[config.mk]
export PLATFORM = sky130hd
export DESIGN_NAME = dds_lab_top
export DESIGN_NICKNAME = d
export VERILOG_FILES = /design/src/dds_lab_pkg.sv /design/src/dds_lab_top.sv /design/src/dds_modulator.sv /design/src/key_command_decoder.sv /design/src/lfsr_ticker.sv /design/src/scope_sampler.sv
export SDC_FILE = /design/constraint.sdc
export NUM_CORES = 1
export LEC_CHECK = 0
export BUFFER_PORTS_ARGS = -buffer_cell sky130_fd_sc_hd__buf_2
export CORE_MARGIN = 4
export CORE_UTILIZATION = 45
export CTS_CLUSTER_SIZE = 20
export DETAILED_ROUTE_END_ITERATION = 10
export GPL_TIMING_DRIVEN = 0
export PLACE_DENSITY = 0.74
export SYNTH_ARGS = -nofsm -noshare
export SYNTH_HDL_FRONTEND = slang
export SYNTH_SLANG_ARGS = --single-unit
[constraint.sdc]
create_clock -name CLK_25MHZ -period 4.5 [get_ports CLK_25MHZ]
set_clock_uncertainty 0.15 [all_clocks]
set_input_delay 0.225 -clock CLK_25MHZ [delete_from_list [all_inputs] [get_ports CLK_25MHZ]]
set_output_delay 0.225 -clock CLK_25MHZ [all_outputs]
set_load 0.01 [all_outputs]
[src/dds_lab_pkg.sv]
package dds_lab_pkg;

   ////////////////////
   // widths
   ////////////////////
   localparam int PHASE_W  = 32;   // phase accumulator
   localparam int SAMPLE_W = 12;   // signed waveform sample
   localparam int LFSR_W   = 5;
   localparam int GRAPH_W  = 8;    // scope trace sample
   localparam int HELD_W   = 10;   // held-key flags

   ////////////////////
   // keyboard event codes
   ////////////////////
   // a break code is its make code with bit 7 set
   typedef enum logic [7:0] {
      SC_MAKE_1     = 8'h02,
      SC_MAKE_2     = 8'h03,
      SC_MAKE_3     = 8'h04,
      SC_MAKE_4     = 8'h05,
      SC_MAKE_5     = 8'h06,
      SC_MAKE_6     = 8'h07,
      SC_MAKE_7     = 8'h08,
      SC_MAKE_8     = 8'h09,
      SC_MAKE_UP    = 8'h48,
      SC_MAKE_DOWN  = 8'h50,
      SC_BREAK_1    = 8'h82,
      SC_BREAK_2    = 8'h83,
      SC_BREAK_3    = 8'h84,
      SC_BREAK_4    = 8'h85,
      SC_BREAK_5    = 8'h86,
      SC_BREAK_6    = 8'h87,
      SC_BREAK_7    = 8'h88,
      SC_BREAK_8    = 8'h89,
      SC_BREAK_UP   = 8'hc8,
      SC_BREAK_DOWN = 8'hd0
   } scan_event_e;

   // bit positions in the held-key vector
   typedef enum logic [3:0] {
      HELD_KEY1 = 4'd0,
      HELD_KEY2 = 4'd1,
      HELD_KEY3 = 4'd2,
      HELD_KEY4 = 4'd3,
      HELD_KEY5 = 4'd4,
      HELD_KEY6 = 4'd5,
      HELD_KEY7 = 4'd6,
      HELD_KEY8 = 4'd7,
      HELD_UP   = 4'd8,
      HELD_DOWN = 4'd9
   } held_idx_e;

   typedef enum logic [1:0] {
      WAVE_SQUARE   = 2'd0,   // key 1
      WAVE_SAW      = 2'd1,   // key 2
      WAVE_TRIANGLE = 2'd2,   // key 3
      WAVE_NOISE    = 2'd3    // key 4
   } waveform_e;

   typedef enum logic [1:0] {
      MOD_NONE = 2'd0,   // key 5
      MOD_ASK  = 2'd1,   // key 6
      MOD_FSK  = 2'd2,   // key 7
      MOD_BPSK = 2'd3    // key 8
   } modulation_e;

endpackage

[src/dds_lab_top.sv]
`timescale 1ns/1ps

module dds_lab_top #(
   parameter int                              TICK_DIVIDE   = 25_000_000,
   parameter int                              SAMPLE_DIVIDE = 70_000,
   parameter logic [dds_lab_pkg::PHASE_W-1:0] BASE_INC      = 32'd4194304,
   parameter logic [dds_lab_pkg::PHASE_W-1:0] FREQ_STEP     = 32'd1048576
) (
   input  logic                                    CLK_25MHZ,
   input  logic                                    reset_from_key,
   input  logic                                    key_event_ready,
   input  dds_lab_pkg::scan_event_e                key_event_type,
   output logic [dds_lab_pkg::HELD_W-1:0]          held_keys,   // LED levels
   output dds_lab_pkg::waveform_e                  wave_sel,
   output dds_lab_pkg::modulation_e                mod_sel,
   output logic [dds_lab_pkg::PHASE_W-1:0]         freq_inc,
   output logic [dds_lab_pkg::LFSR_W-1:0]          lfsr_state,
   output logic                                    lfsr_tick,
   output logic signed [dds_lab_pkg::SAMPLE_W-1:0] signal_sample,
   output logic signed [dds_lab_pkg::SAMPLE_W-1:0] mod_sample,
   output logic                                    graph_valid,
   output logic [dds_lab_pkg::GRAPH_W-1:0]         graph_data
);

   key_command_decoder #(
      .BASE_INC        (BASE_INC),
      .FREQ_STEP       (FREQ_STEP)
   ) key_command_decoder_inst (
      .CLK_25MHZ       (CLK_25MHZ),
      .reset_from_key  (reset_from_key),
      .key_event_ready (key_event_ready),
      .key_event_type  (key_event_type),
      .held_keys       (held_keys),
      .wave_sel        (wave_sel),
      .mod_sel         (mod_sel),
      .freq_inc        (freq_inc)
   );

   lfsr_ticker #(
      .TICK_DIVIDE     (TICK_DIVIDE)
   ) lfsr_ticker_inst (
      .CLK_25MHZ       (CLK_25MHZ),
      .reset_from_key  (reset_from_key),
      .lfsr_tick       (lfsr_tick),
      .lfsr_state      (lfsr_state)
   );

   dds_modulator dds_modulator_inst (
      .CLK_25MHZ       (CLK_25MHZ),
      .reset_from_key  (reset_from_key),
      .wave_sel        (wave_sel),
      .mod_sel         (mod_sel),
      .freq_inc        (freq_inc),
      .lfsr_bit        (lfsr_state[0]),   // keying bit
      .lfsr_state      (lfsr_state),
      .signal_sample   (signal_sample),
      .mod_sample      (mod_sample)
   );

   scope_sampler #(
      .SAMPLE_DIVIDE   (SAMPLE_DIVIDE)
   ) scope_sampler_inst (
      .CLK_25MHZ       (CLK_25MHZ),
      .reset_from_key  (reset_from_key),
      .mod_sample      (mod_sample),
      .graph_valid     (graph_valid),
      .graph_data      (graph_data)
   );

endmodule

[src/dds_modulator.sv]
`timescale 1ns/1ps

module dds_modulator (
   input  logic                                   CLK_25MHZ,
   input  logic                                   reset_from_key,
   input  dds_lab_pkg::waveform_e                 wave_sel,
   input  dds_lab_pkg::modulation_e               mod_sel,
   input  logic [dds_lab_pkg::PHASE_W-1:0]        freq_inc,
   input  logic                                   lfsr_bit,
   input  logic [dds_lab_pkg::LFSR_W-1:0]         lfsr_state,
   output logic signed [dds_lab_pkg::SAMPLE_W-1:0] signal_sample,
   output logic signed [dds_lab_pkg::SAMPLE_W-1:0] mod_sample
);

   localparam int SW = dds_lab_pkg::SAMPLE_W;
   localparam int PW = dds_lab_pkg::PHASE_W;
   localparam logic signed [SW-1:0] FULL_POS = 12'sd2047;
   localparam logic signed [SW-1:0] FULL_NEG = -12'sd2047;

   logic [PW-1:0]            phase_acc;
   logic [PW-1:0]            phase_step;   // increment after FSK
   logic [SW-1:0]            p;            // top bits of the phase
   logic [SW-1:0]            tri_ramp;
   logic signed [SW-1:0]     wave_next;

   ////////////////////
   // phase accumulator
   ////////////////////
   always_comb
   begin
      if (mod_sel == dds_lab_pkg::MOD_FSK && lfsr_bit)
         phase_step = {freq_inc[PW-2:0], 1'b0};   // mark tone at twice the rate
      else
         phase_step = freq_inc;
   end

   always_ff @(posedge CLK_25MHZ)
   begin
      if (reset_from_key)
         phase_acc <= '0;
      else
         phase_acc <= phase_acc + phase_step;   // wraps freely
   end

   assign p = phase_acc[PW-1 -: SW];

   ////////////////////
   // waveform shaping
   ////////////////////
   // up on the first half of the cycle, down on the second
   assign tri_ramp = p[SW-1] ? ~{p[SW-2:0], 1'b0} : {p[SW-2:0], 1'b0};

   always_comb
   begin
      case (wave_sel)
         dds_lab_pkg::WAVE_SQUARE:
            wave_next = p[SW-1] ? FULL_NEG : FULL_POS;
         dds_lab_pkg::WAVE_SAW:
            wave_next = {~p[SW-1], p[SW-2:0]};   // offset binary to signed
         dds_lab_pkg::WAVE_TRIANGLE:
            wave_next = {~tri_ramp[SW-1], tri_ramp[SW-2:0]};
         dds_lab_pkg::WAVE_NOISE:
            wave_next = {lfsr_state, {(SW - dds_lab_pkg::LFSR_W){1'b0}}};
         default:
            wave_next = '0;
      endcase
   end

   always_ff @(posedge CLK_25MHZ)
   begin
      if (reset_from_key)
         signal_sample <= '0;
      else
         signal_sample <= wave_next;
   end

   ////////////////////
   // modulation
   ////////////////////
   always_ff @(posedge CLK_25MHZ)
   begin
      if (reset_from_key)
      begin
         mod_sample <= '0;
      end
      else
      begin
         case (mod_sel)
            dds_lab_pkg::MOD_ASK:
               mod_sample <= lfsr_bit ? signal_sample : '0;   // on-off keying
            dds_lab_pkg::MOD_BPSK:
               mod_sample <= lfsr_bit ? -signal_sample : signal_sample;
            dds_lab_pkg::MOD_FSK,
            dds_lab_pkg::MOD_NONE:
               mod_sample <= signal_sample;   // FSK acts on the phase
            default:
               mod_sample <= signal_sample;
         endcase
      end
   end

   // ASK space must silence the output on the next sample
   a_ask_space: assert property (@(posedge CLK_25MHZ) disable iff (reset_from_key)
      (mod_sel == dds_lab_pkg::MOD_ASK && !lfsr_bit) |=> (mod_sample == '0));

endmodule

[src/key_command_decoder.sv]
`timescale 1ns/1ps

module key_command_decoder #(
   parameter logic [dds_lab_pkg::PHASE_W-1:0] BASE_INC  = 32'd4194304,
   parameter logic [dds_lab_pkg::PHASE_W-1:0] FREQ_STEP = 32'd1048576
) (
   input  logic                               CLK_25MHZ,
   input  logic                               reset_from_key,
   input  logic                               key_event_ready,
   input  dds_lab_pkg::scan_event_e           key_event_type,
   output logic [dds_lab_pkg::HELD_W-1:0]     held_keys,
   output dds_lab_pkg::waveform_e             wave_sel,
   output dds_lab_pkg::modulation_e           mod_sel,
   output logic [dds_lab_pkg::PHASE_W-1:0]    freq_inc
);

   localparam logic [dds_lab_pkg::PHASE_W-1:0] INC_MAX = '1;

   logic [7:0] make_code;   // event with the break bit stripped
   logic       ev_make;
   logic       ev_hit;      // one of the known keys
   logic [3:0] ev_pos;      // held-key bit position

   ////////////////////
   // event decode
   ////////////////////
   always_comb
   begin
      make_code = key_event_type & 8'h7f;
      ev_make   = ~key_event_type[7];
      ev_hit    = 1'b1;
      case (make_code)
         dds_lab_pkg::SC_MAKE_1:    ev_pos = dds_lab_pkg::HELD_KEY1;
         dds_lab_pkg::SC_MAKE_2:    ev_pos = dds_lab_pkg::HELD_KEY2;
         dds_lab_pkg::SC_MAKE_3:    ev_pos = dds_lab_pkg::HELD_KEY3;
         dds_lab_pkg::SC_MAKE_4:    ev_pos = dds_lab_pkg::HELD_KEY4;
         dds_lab_pkg::SC_MAKE_5:    ev_pos = dds_lab_pkg::HELD_KEY5;
         dds_lab_pkg::SC_MAKE_6:    ev_pos = dds_lab_pkg::HELD_KEY6;
         dds_lab_pkg::SC_MAKE_7:    ev_pos = dds_lab_pkg::HELD_KEY7;
         dds_lab_pkg::SC_MAKE_8:    ev_pos = dds_lab_pkg::HELD_KEY8;
         dds_lab_pkg::SC_MAKE_UP:   ev_pos = dds_lab_pkg::HELD_UP;
         dds_lab_pkg::SC_MAKE_DOWN: ev_pos = dds_lab_pkg::HELD_DOWN;
         default:
         begin
            ev_pos = dds_lab_pkg::HELD_KEY1;
            ev_hit = 1'b0;   // unknown code, ignored
         end
      endcase
   end

   ////////////////////
   // held flags and selections
   ////////////////////
   always_ff @(posedge CLK_25MHZ)
   begin
      if (reset_from_key)
      begin
         held_keys <= '0;
         wave_sel  <= dds_lab_pkg::WAVE_SQUARE;
         mod_sel   <= dds_lab_pkg::MOD_NONE;
         freq_inc  <= BASE_INC;
      end
      else if (key_event_ready && ev_hit)
      begin
         held_keys[ev_pos] <= ev_make;   // make sets, break clears
         if (ev_make)
         begin
            case (ev_pos)
               dds_lab_pkg::HELD_UP:
               begin
                  if (freq_inc > INC_MAX - FREQ_STEP)
                     freq_inc <= INC_MAX;   // clamp at the top
                  else
                     freq_inc <= freq_inc + FREQ_STEP;
               end
               dds_lab_pkg::HELD_DOWN:
               begin
                  if (freq_inc - FREQ_STEP < FREQ_STEP)
                     freq_inc <= FREQ_STEP;   // floor is one step
                  else
                     freq_inc <= freq_inc - FREQ_STEP;
               end
               default:
               begin
                  if (ev_pos < 4'(dds_lab_pkg::HELD_KEY5))
                     wave_sel <= dds_lab_pkg::waveform_e'(ev_pos[1:0]);
                  else
                     mod_sel <= dds_lab_pkg::modulation_e'(ev_pos[1:0]);
               end
            endcase
         end
      end
   end

   // stepping down from any reachable value must stop at the floor
   a_freq_floor: assert property (@(posedge CLK_25MHZ) disable iff (reset_from_key)
      freq_inc >= FREQ_STEP);

endmodule

[src/lfsr_ticker.sv]
`timescale 1ns/1ps

module lfsr_ticker #(
   parameter int TICK_DIVIDE = 25_000_000
) (
   input  logic                            CLK_25MHZ,
   input  logic                            reset_from_key,
   output logic                            lfsr_tick,
   output logic [dds_lab_pkg::LFSR_W-1:0]  lfsr_state
);

   localparam int CNT_W = (TICK_DIVIDE > 1) ? $clog2(TICK_DIVIDE) : 1;
   localparam logic [CNT_W-1:0] CNT_LAST = CNT_W'(TICK_DIVIDE - 1);

   logic [CNT_W-1:0]               tick_cnt;
   logic [dds_lab_pkg::LFSR_W-1:0] lfsr_next;

   // x^5 + x^3 + 1, shifts left
   assign lfsr_next = {lfsr_state[3:0], lfsr_state[4] ^ lfsr_state[2]};

   ////////////////////
   // tick divider
   ////////////////////
   always_ff @(posedge CLK_25MHZ)
   begin
      if (reset_from_key)
      begin
         tick_cnt   <= '0;
         lfsr_tick  <= 1'b0;
         lfsr_state <= 5'b00001;   // any nonzero seed
      end
      else if (tick_cnt == CNT_LAST)
      begin
         tick_cnt   <= '0;
         lfsr_tick  <= 1'b1;
         lfsr_state <= lfsr_next;   // new value shows with the pulse
      end
      else
      begin
         tick_cnt  <= tick_cnt + 1'b1;
         lfsr_tick <= 1'b0;
      end
   end

   // lock-up state would freeze the modulation
   a_lfsr_nonzero: assert property (@(posedge CLK_25MHZ) disable iff (reset_from_key)
      lfsr_tick |-> (lfsr_state != '0) && (lfsr_state != $past(lfsr_state)));

endmodule

[src/scope_sampler.sv]
`timescale 1ns/1ps

module scope_sampler #(
   parameter int SAMPLE_DIVIDE = 70_000
) (
   input  logic                                    CLK_25MHZ,
   input  logic                                    reset_from_key,
   input  logic signed [dds_lab_pkg::SAMPLE_W-1:0] mod_sample,
   output logic                                    graph_valid,
   output logic [dds_lab_pkg::GRAPH_W-1:0]         graph_data
);

   localparam int CNT_W = (SAMPLE_DIVIDE > 1) ? $clog2(SAMPLE_DIVIDE) : 1;
   localparam logic [CNT_W-1:0] CNT_LAST = CNT_W'(SAMPLE_DIVIDE - 1);
   localparam int SW = dds_lab_pkg::SAMPLE_W;
   localparam int GW = dds_lab_pkg::GRAPH_W;

   logic [CNT_W-1:0] sample_cnt;

   ////////////////////
   // decimation
   ////////////////////
   always_ff @(posedge CLK_25MHZ)
   begin
      if (reset_from_key)
         sample_cnt <= '0;
      else if (sample_cnt == CNT_LAST)
         sample_cnt <= '0;
      else
         sample_cnt <= sample_cnt + 1'b1;
   end

   assign graph_valid = (sample_cnt == CNT_LAST);   // trace takes this cycle's value

   // sign flip turns two's complement into an unsigned trace level
   assign graph_data = {~mod_sample[SW-1], mod_sample[SW-2 -: GW-1]};

endmodule

; ---- Word level (Yosys, flattened, before mapping)
; Index checks and enable logic that the tools add are counted.
[word_totals]
register_bits = 150
inputBits = 11
out_inout_bits = 85
wordCells = 80
[op_classes]
add_sub_neg = 6
order_cmp = 5
n_eq_ne = 20
muxes = 16
bitwise = 8
reduce_logical = 14
[op_table]
columns = cell, n
row1 = $mux W32, 3
row2 = $pmux W32 S2, 1
row3 = $mux W12, 4
row4 = $pmux W12 S4, 1
row5 = $pmux W12 S3, 1
row6 = $pmux W4 S9, 1
row7 = $add A32 B21 Y32 const B, 1
row8 = $add A32 B32 Y32, 1
row9 = $gt A32 B32 Y1 const B, 1
row10 = $lt A32 B21 Y1 const B, 1
row11 = $sub A32 B21 Y32 const B, 1
row12 = $eq A7 B3 Y1 const B, 4
row13 = $add A25 B1 Y25 const B, 1
row14 = $eq A25 B25 Y1 const B, 1
row15 = $add A17 B1 Y17 const B, 1
row16 = $eq A17 B17 Y1 const B, 1
row17 = $eq A7 B2 Y1 const B, 2
row18 = $eq A7 B4 Y1 const B, 2
row19 = $eq A7 B7 Y1 const B, 2
row20 = $neg A12 Y12, 1
row21 = $not A12 Y12, 1
row22 = $bwmux W10, 1
row23 = $reduce_or A10 Y1, 1
row24 = $eq A2 B2 Y1 const B, 4
row25 = other kinds (15), 31

; ---- Longest topological paths before layout
[depth]
ltp_word = 7
ltp_mapped = 14
mapped_depth_nobuf = 12

; ---- Cells and area by module
; From an unflattened synthesis, not the netlist that was laid out.
[unflattened]
cells_unflattened = 1110
area_unflattened_um2 = 8997.4
[by_module_without_submodules]
columns = module, instances, cells_per_inst, area_per_inst_um2, seq_area_each_um2
row1 = dds_modulator, 1, 552, 4444.3, 1121.1
row2 = key_command_decoder, 1, 291, 2205.9, 540.5
row3 = lfsr_ticker, 1, 171, 1501.4, 620.6
row4 = scope_sampler, 1, 96, 845.8, 340.3

; ---- Worst setup path after synthesis
; OpenSTA, ideal clock, no wires.
[synth_timing]
path_kind = reg-to-reg
start = register key_command_decoder_inst.freq_inc[18] in the netlist's numbering
end = register dds_modulator_inst.phase_acc[20]
setup_time_ns = 0.062
arrival_ns = 3.370
t_required_ns = 4.288
slack_ns = 0.918
path_stages_with_launch = 12
path_buffers = 0
period_less_slack_ns = 3.582
path_cell_list = dfxtp_1 -> and2_1 -> ha_1 -> inv_1 -> fa_1 -> nand2b_1 -> a21oi_1 -> o221ai_1 -> o211ai_1 -> a21oi_1 -> or4_1 -> nand3_1
[synth_between]
elab_chain_len = 2
[synth_rtl]
columns = item, line_no
row1 = "start, declared", key_command_decoder.sv:14  ; output logic [dds_lab_pkg::PHASE_W-1:0] freq_inc
row2 = "start signal, assigned", key_command_decoder.sv:74  ; freq_inc <= freq_inc + FREQ_STEP;
row3 = "start signal, assigned", key_command_decoder.sv:81  ; freq_inc <= freq_inc - FREQ_STEP;
row4 = $mux W32, dds_modulator.sv:31  ; if (mod_sel == dds_lab_pkg::MOD_FSK && lfsr_bit)
row5 = $add A32 B32 Y32, dds_modulator.sv:42  ; phase_acc <= phase_acc + phase_step;
row6 = "end signal, assigned", dds_modulator.sv:42
row7 = "end, declared", dds_modulator.sv:20  ; logic [PW-1:0] phase_acc;
; Every way passes these cells.
; A chain may end at the register's enable or synchronous reset.

; ---- Worst setup path after layout
[layout_timing]
start = register key_command_decoder_inst.mod_sel[0]
end = register dds_modulator_inst.phase_acc[20]
[layout_between]
elab_chain_len = 4
[layout_rtl]
columns = item, line_no
row1 = "start, declared", key_command_decoder.sv:13  ; output dds_lab_pkg::modulation_e mod_sel,
row2 = "start signal, assigned", key_command_decoder.sv:60  ; mod_sel <= dds_lab_pkg::MOD_NONE;
row3 = "start signal, assigned", key_command_decoder.sv:88  ; mod_sel <= dds_lab_pkg::modulation_e'(ev_pos[1:0]);
row4 = $eq A2 B2 Y1, dds_modulator.sv:31
row5 = $logic_and A1 B1 Y1, dds_modulator.sv:31
row6 = $mux W32, dds_modulator.sv:31
row7 = $add A32 B32 Y32, dds_modulator.sv:42
; Every way passes these cells.

==> results.md <==
* Status: finished, final reports clean
* Final min period at 3.98 ns
* Final setup vio count at 0
* CTS tree: done
* Worst hold path endpoint: key_command_decoder_inst.held_keys[8]$_SDFFE_PP0P_
* Setup Crit Path Kind: flip-flop to flip-flop
* DIE AREA at 20200 µm²
* Pleak at 3.90 nW
* CTS sink count at 131
* Sequential power share at 44.0%
* Hold Path Depth at 5
* CP Capture Type: flip-flop
* Dpl cells at 1350
* Port Buf Inserts at 93
* Proportion of layout cells with a drive suffix above 1 at 17.8%
* Total Routing Usage GR at 20.8%
* Mean Syn Cell Area at 7.83 µm²
* Net Sw Power at 0.668 mW
* CTS buffer count at 17
* Top post-synthesis cells by area: dfxtp_1, nor2_1, ha_1, a21oi_1, xor2_1
* Post-synth cell types at 77
* CP Launch Type: flip-flop
* R2R cell count at 12
* WP data arrival at 4.20 ns
* Fin. Hold Viols at 0
* Largest net degree at the start of global routing at 44
* Ys async rst share at 0%
* Internal cell power at 2.06 mW
* Iter 0 DRT Violations at 451
* Final period utilization at 88.4%
* Commonest non-fill, non-tap cells in the layout: nor2_1, dfxtp_1, buf_2
* Utilization after layout at 54.0%
* Clock Latency Late Sink at 0.43 ns
* HPWL after detailed placement at 15400 µm
* Most common cell after layout, fill and taps aside: nor2_1
* Slew HR at 36.9%
* Area grow syn2layout at 16.5%
* Worst hold path class: input pin to flip-flop
* Hold Slack at 0.0698 ns
* H-tree Lvls at 4
* Vias in the first global route at 7098
* Register area share after synthesis at 32.5%
* Slew Limit Fails at 0
* Reg2reg setup slack at 0.52 ns
* Reg-to-reg endpoint: dds_modulator_inst.phase_acc[20]$_SDFF_PP0_
* Comb pwr share at 5.2%
* R2r startpoint: key_command_decoder_inst.mod_sel[0]$_SDFFE_PP0P_
* Initial core utilization at 46.4%
* Power density cells at 289 nW/µm²
* Via Count at 7684
* Clk Tree Root Cell: clkbuf_16
* Antenna violations before repair at 0
* Die Wd at 142 µm
* Grt total ovfl at 0
* Remaining DRCs at 0
* Peak fanout along the critical path at 10
* Worst hold start: key_event_ready
* Clk pwr share at 50.8%
* Ant diodes at 0
* Cell Count, Final, Fillers Out at 1382
* Setup_tns at 0 ns
* Max cap viols at 0
* IO Count at 96
* Layout Nets at 1194
* Yosys warning count at 0
* Top FF cell, synth: dfxtp_1
* Number of synthesized register bits at 131
* Rows at 48
* Post-synth EDFFs at 0
* Clock Path Buffers at 2
* Number of routed nets with antenna violations at 0
* CTS resizes at 0
* RSZ-0062 raised after global routing: no
* Overall Power at 2.72 mW
* First-pass GRT wire length at 34600 µm
* CORE AREA at 17400 µm²
* Reg clk slew, reported paths at 0.06 ns
* Post-CTS Setup Bufs at 0
* Routed WL at 20900 µm
* Post-Synthesis Net Count at 1082
* Cells after synthesis at 1032
* Mapped Area at 8080 µm²
* Die Ht at 142 µm
* Max Fclk at 251 MHz
* Initial DRT Pass Iterations at 7
* Worst VDD drop at 270 µV
* Vias per inst at 5.56
* Routability Congestion at 0.945
* Wire length per cell at 15.1 µm
* Slew at the pin closest to its max-slew limit at 0.939 ns
* Req. time, crit path at 4.72 ns
* Switch share at 24.5%
* Yosys top cell area share at 32.5%
* Yosys top cell by area: dfxtp_1
* CTS Hold Bufs at 0
## final cells by class
| cell class | count | area [µm²] |
|---|---|---|
| Tap cell | 225 | 282 |
| Sequential cell | 131 | 2620 |
| Timing Repair Buffer | 93 | 465 |
| Fill cell | 1662 | 8010 |
| Clock buffer | 19 | 433 |
| Buffer | 84 | 453 |
| Multi-Input combinational cell | 780 | 4860 |
| Inverter | 37 | 139 |
| Clock inverter | 13 | 153 |
## layer usage
| metal | GRT usage, % | vias to the layer above | routed length (µm) |
|---|---|---|---|
| met4 | 5.61 | 0 | 282 |
| met3 | 5.28 | 35 | 1660 |
| met2 | 32.7 | 277 | 9320 |
| met5 | 0 | - | 0 |
| li1 | - | 3841 | - |
| met1 | 28.7 | 3531 | 9650 |
## state kept, by name, indices dropped and copies added, names as in the netlist
signal,cells
dds_modulator_inst.mod_sample,12
dds_modulator_inst.phase_acc,32
dds_modulator_inst.signal_sample,12
key_command_decoder_inst.freq_inc,13
key_command_decoder_inst.held_keys,10
key_command_decoder_inst.mod_sel,2
key_command_decoder_inst.wave_sel,2
lfsr_ticker_inst.lfsr_state,5
lfsr_ticker_inst.lfsr_tick,1
lfsr_ticker_inst.tick_cnt,25
scope_sampler_inst.sample_cnt,17
## worst max-delay path by stage
stage,endpoint,cells past startpoint,startpoint,slack [ns]
2_1_floorplan,dds_modulator_inst.phase_acc[20]$_SDFF_PP0_,11,key_command_decoder_inst.freq_inc[18]$_SDFFE_PP0P_,0.92
3_3_place_gp,dds_modulator_inst.phase_acc[20]$_SDFF_PP0_,11,key_command_decoder_inst.freq_inc[18]$_SDFFE_PP0P_,0.14
3_5_place_dp,dds_modulator_inst.phase_acc[20]$_SDFF_PP0_,12,key_command_decoder_inst.mod_sel[0]$_SDFFE_PP0P_,0.55
4_1_cts,dds_modulator_inst.phase_acc[20]$_SDFF_PP0_,12,key_command_decoder_inst.mod_sel[0]$_SDFFE_PP0P_,0.55
5_1_grt,dds_modulator_inst.phase_acc[20]$_SDFF_PP0_,11,key_command_decoder_inst.freq_inc[18]$_SDFFE_PP0P_,0.25
6_report,dds_modulator_inst.phase_acc[20]$_SDFF_PP0_,12,key_command_decoder_inst.mod_sel[0]$_SDFFE_PP0P_,0.52
## power groups by stage
stage,registers (mW),clock network [mW],logic [mW]
2_1_floorplan,1.22,0,0.0892
3_3_place_gp,1.22,0,0.138
6_report,1.20,1.38,0.142
3_5_place_dp,1.22,0,0.141
5_1_grt,1.20,1.46,0.157
4_1_cts,1.20,1.41,0.141
## through the flow
step | instance area [µm²] | setup WS [ns]
6_report | 9410 | 0.520
3_3_place_gp | 8820 | 0.140
4_1_cts | 9410 | 0.552
5_1_grt | 9410 | 0.247
2_1_floorplan | 8080 | 0.918
3_5_place_dp | 8830 | 0.552
## cell usage after synthesis, types with 3 or more instances
| master | number |
|---|---|
| nand2_1 | 78 |
| o211ai_1 | 11 |
| a211o_1 | 5 |
| buf_4 | 34 |
| a31oi_1 | 12 |
| or3_1 | 16 |
| nor2_1 | 163 |
| a311oi_1 | 10 |
| nor4_1 | 9 |
| nand3b_1 | 4 |
| a21o_1 | 5 |
| mux2_2 | 14 |
| buf_1 | 3 |
| inv_1 | 36 |
| buf_2 | 8 |
| xor2_1 | 34 |
| a21oi_1 | 82 |
| dfxtp_1 | 131 |
| or2_2 | 8 |
| o21ai_1 | 3 |
| nor3_1 | 22 |
| nand4b_1 | 3 |
| and2_1 | 7 |
| a211oi_1 | 11 |
| o22a_1 | 6 |
| xnor2_1 | 30 |
| and3_1 | 10 |
| nand4_1 | 18 |
| o21ai_0 | 43 |
| o21a_1 | 9 |
| mux2i_1 | 12 |
| nand3_1 | 41 |
| nor2b_1 | 12 |
| clkbuf_1 | 39 |
| nand2b_1 | 7 |
| ha_1 | 38 |
| or4_1 | 3 |
## kinds of logic (layout without fill, tap and decap cells)
logic type	count (synthesis)	after routing	synth area share, %
AO/OA/AOI/OAI	230	230	18.2
XOR/XNOR	64	64	6.94
adder cells (fa/ha/maj)	39	39	6.13
buffers and inverters	121	246	7.33
flip-flops	131	131	32.5
multiplexers	29	29	3.89
AND/OR/NAND/NOR	418	418	25.0
## critical path: stages (launching register included)
cell      delay, ns
dfxtp_1        0.53
nand3b_1       0.49
and2_1         0.21
ha_1           0.18
inv_1          0.06
fa_1           0.38
nand2b_1       0.19
a21oi_1        0.22
o221ai_1       0.27
o211ai_1       0.49
a21oi_1        0.24
or4_1          0.44
nand3_1        0.08
Note: power is estimated with default switching activity, not from simulation.
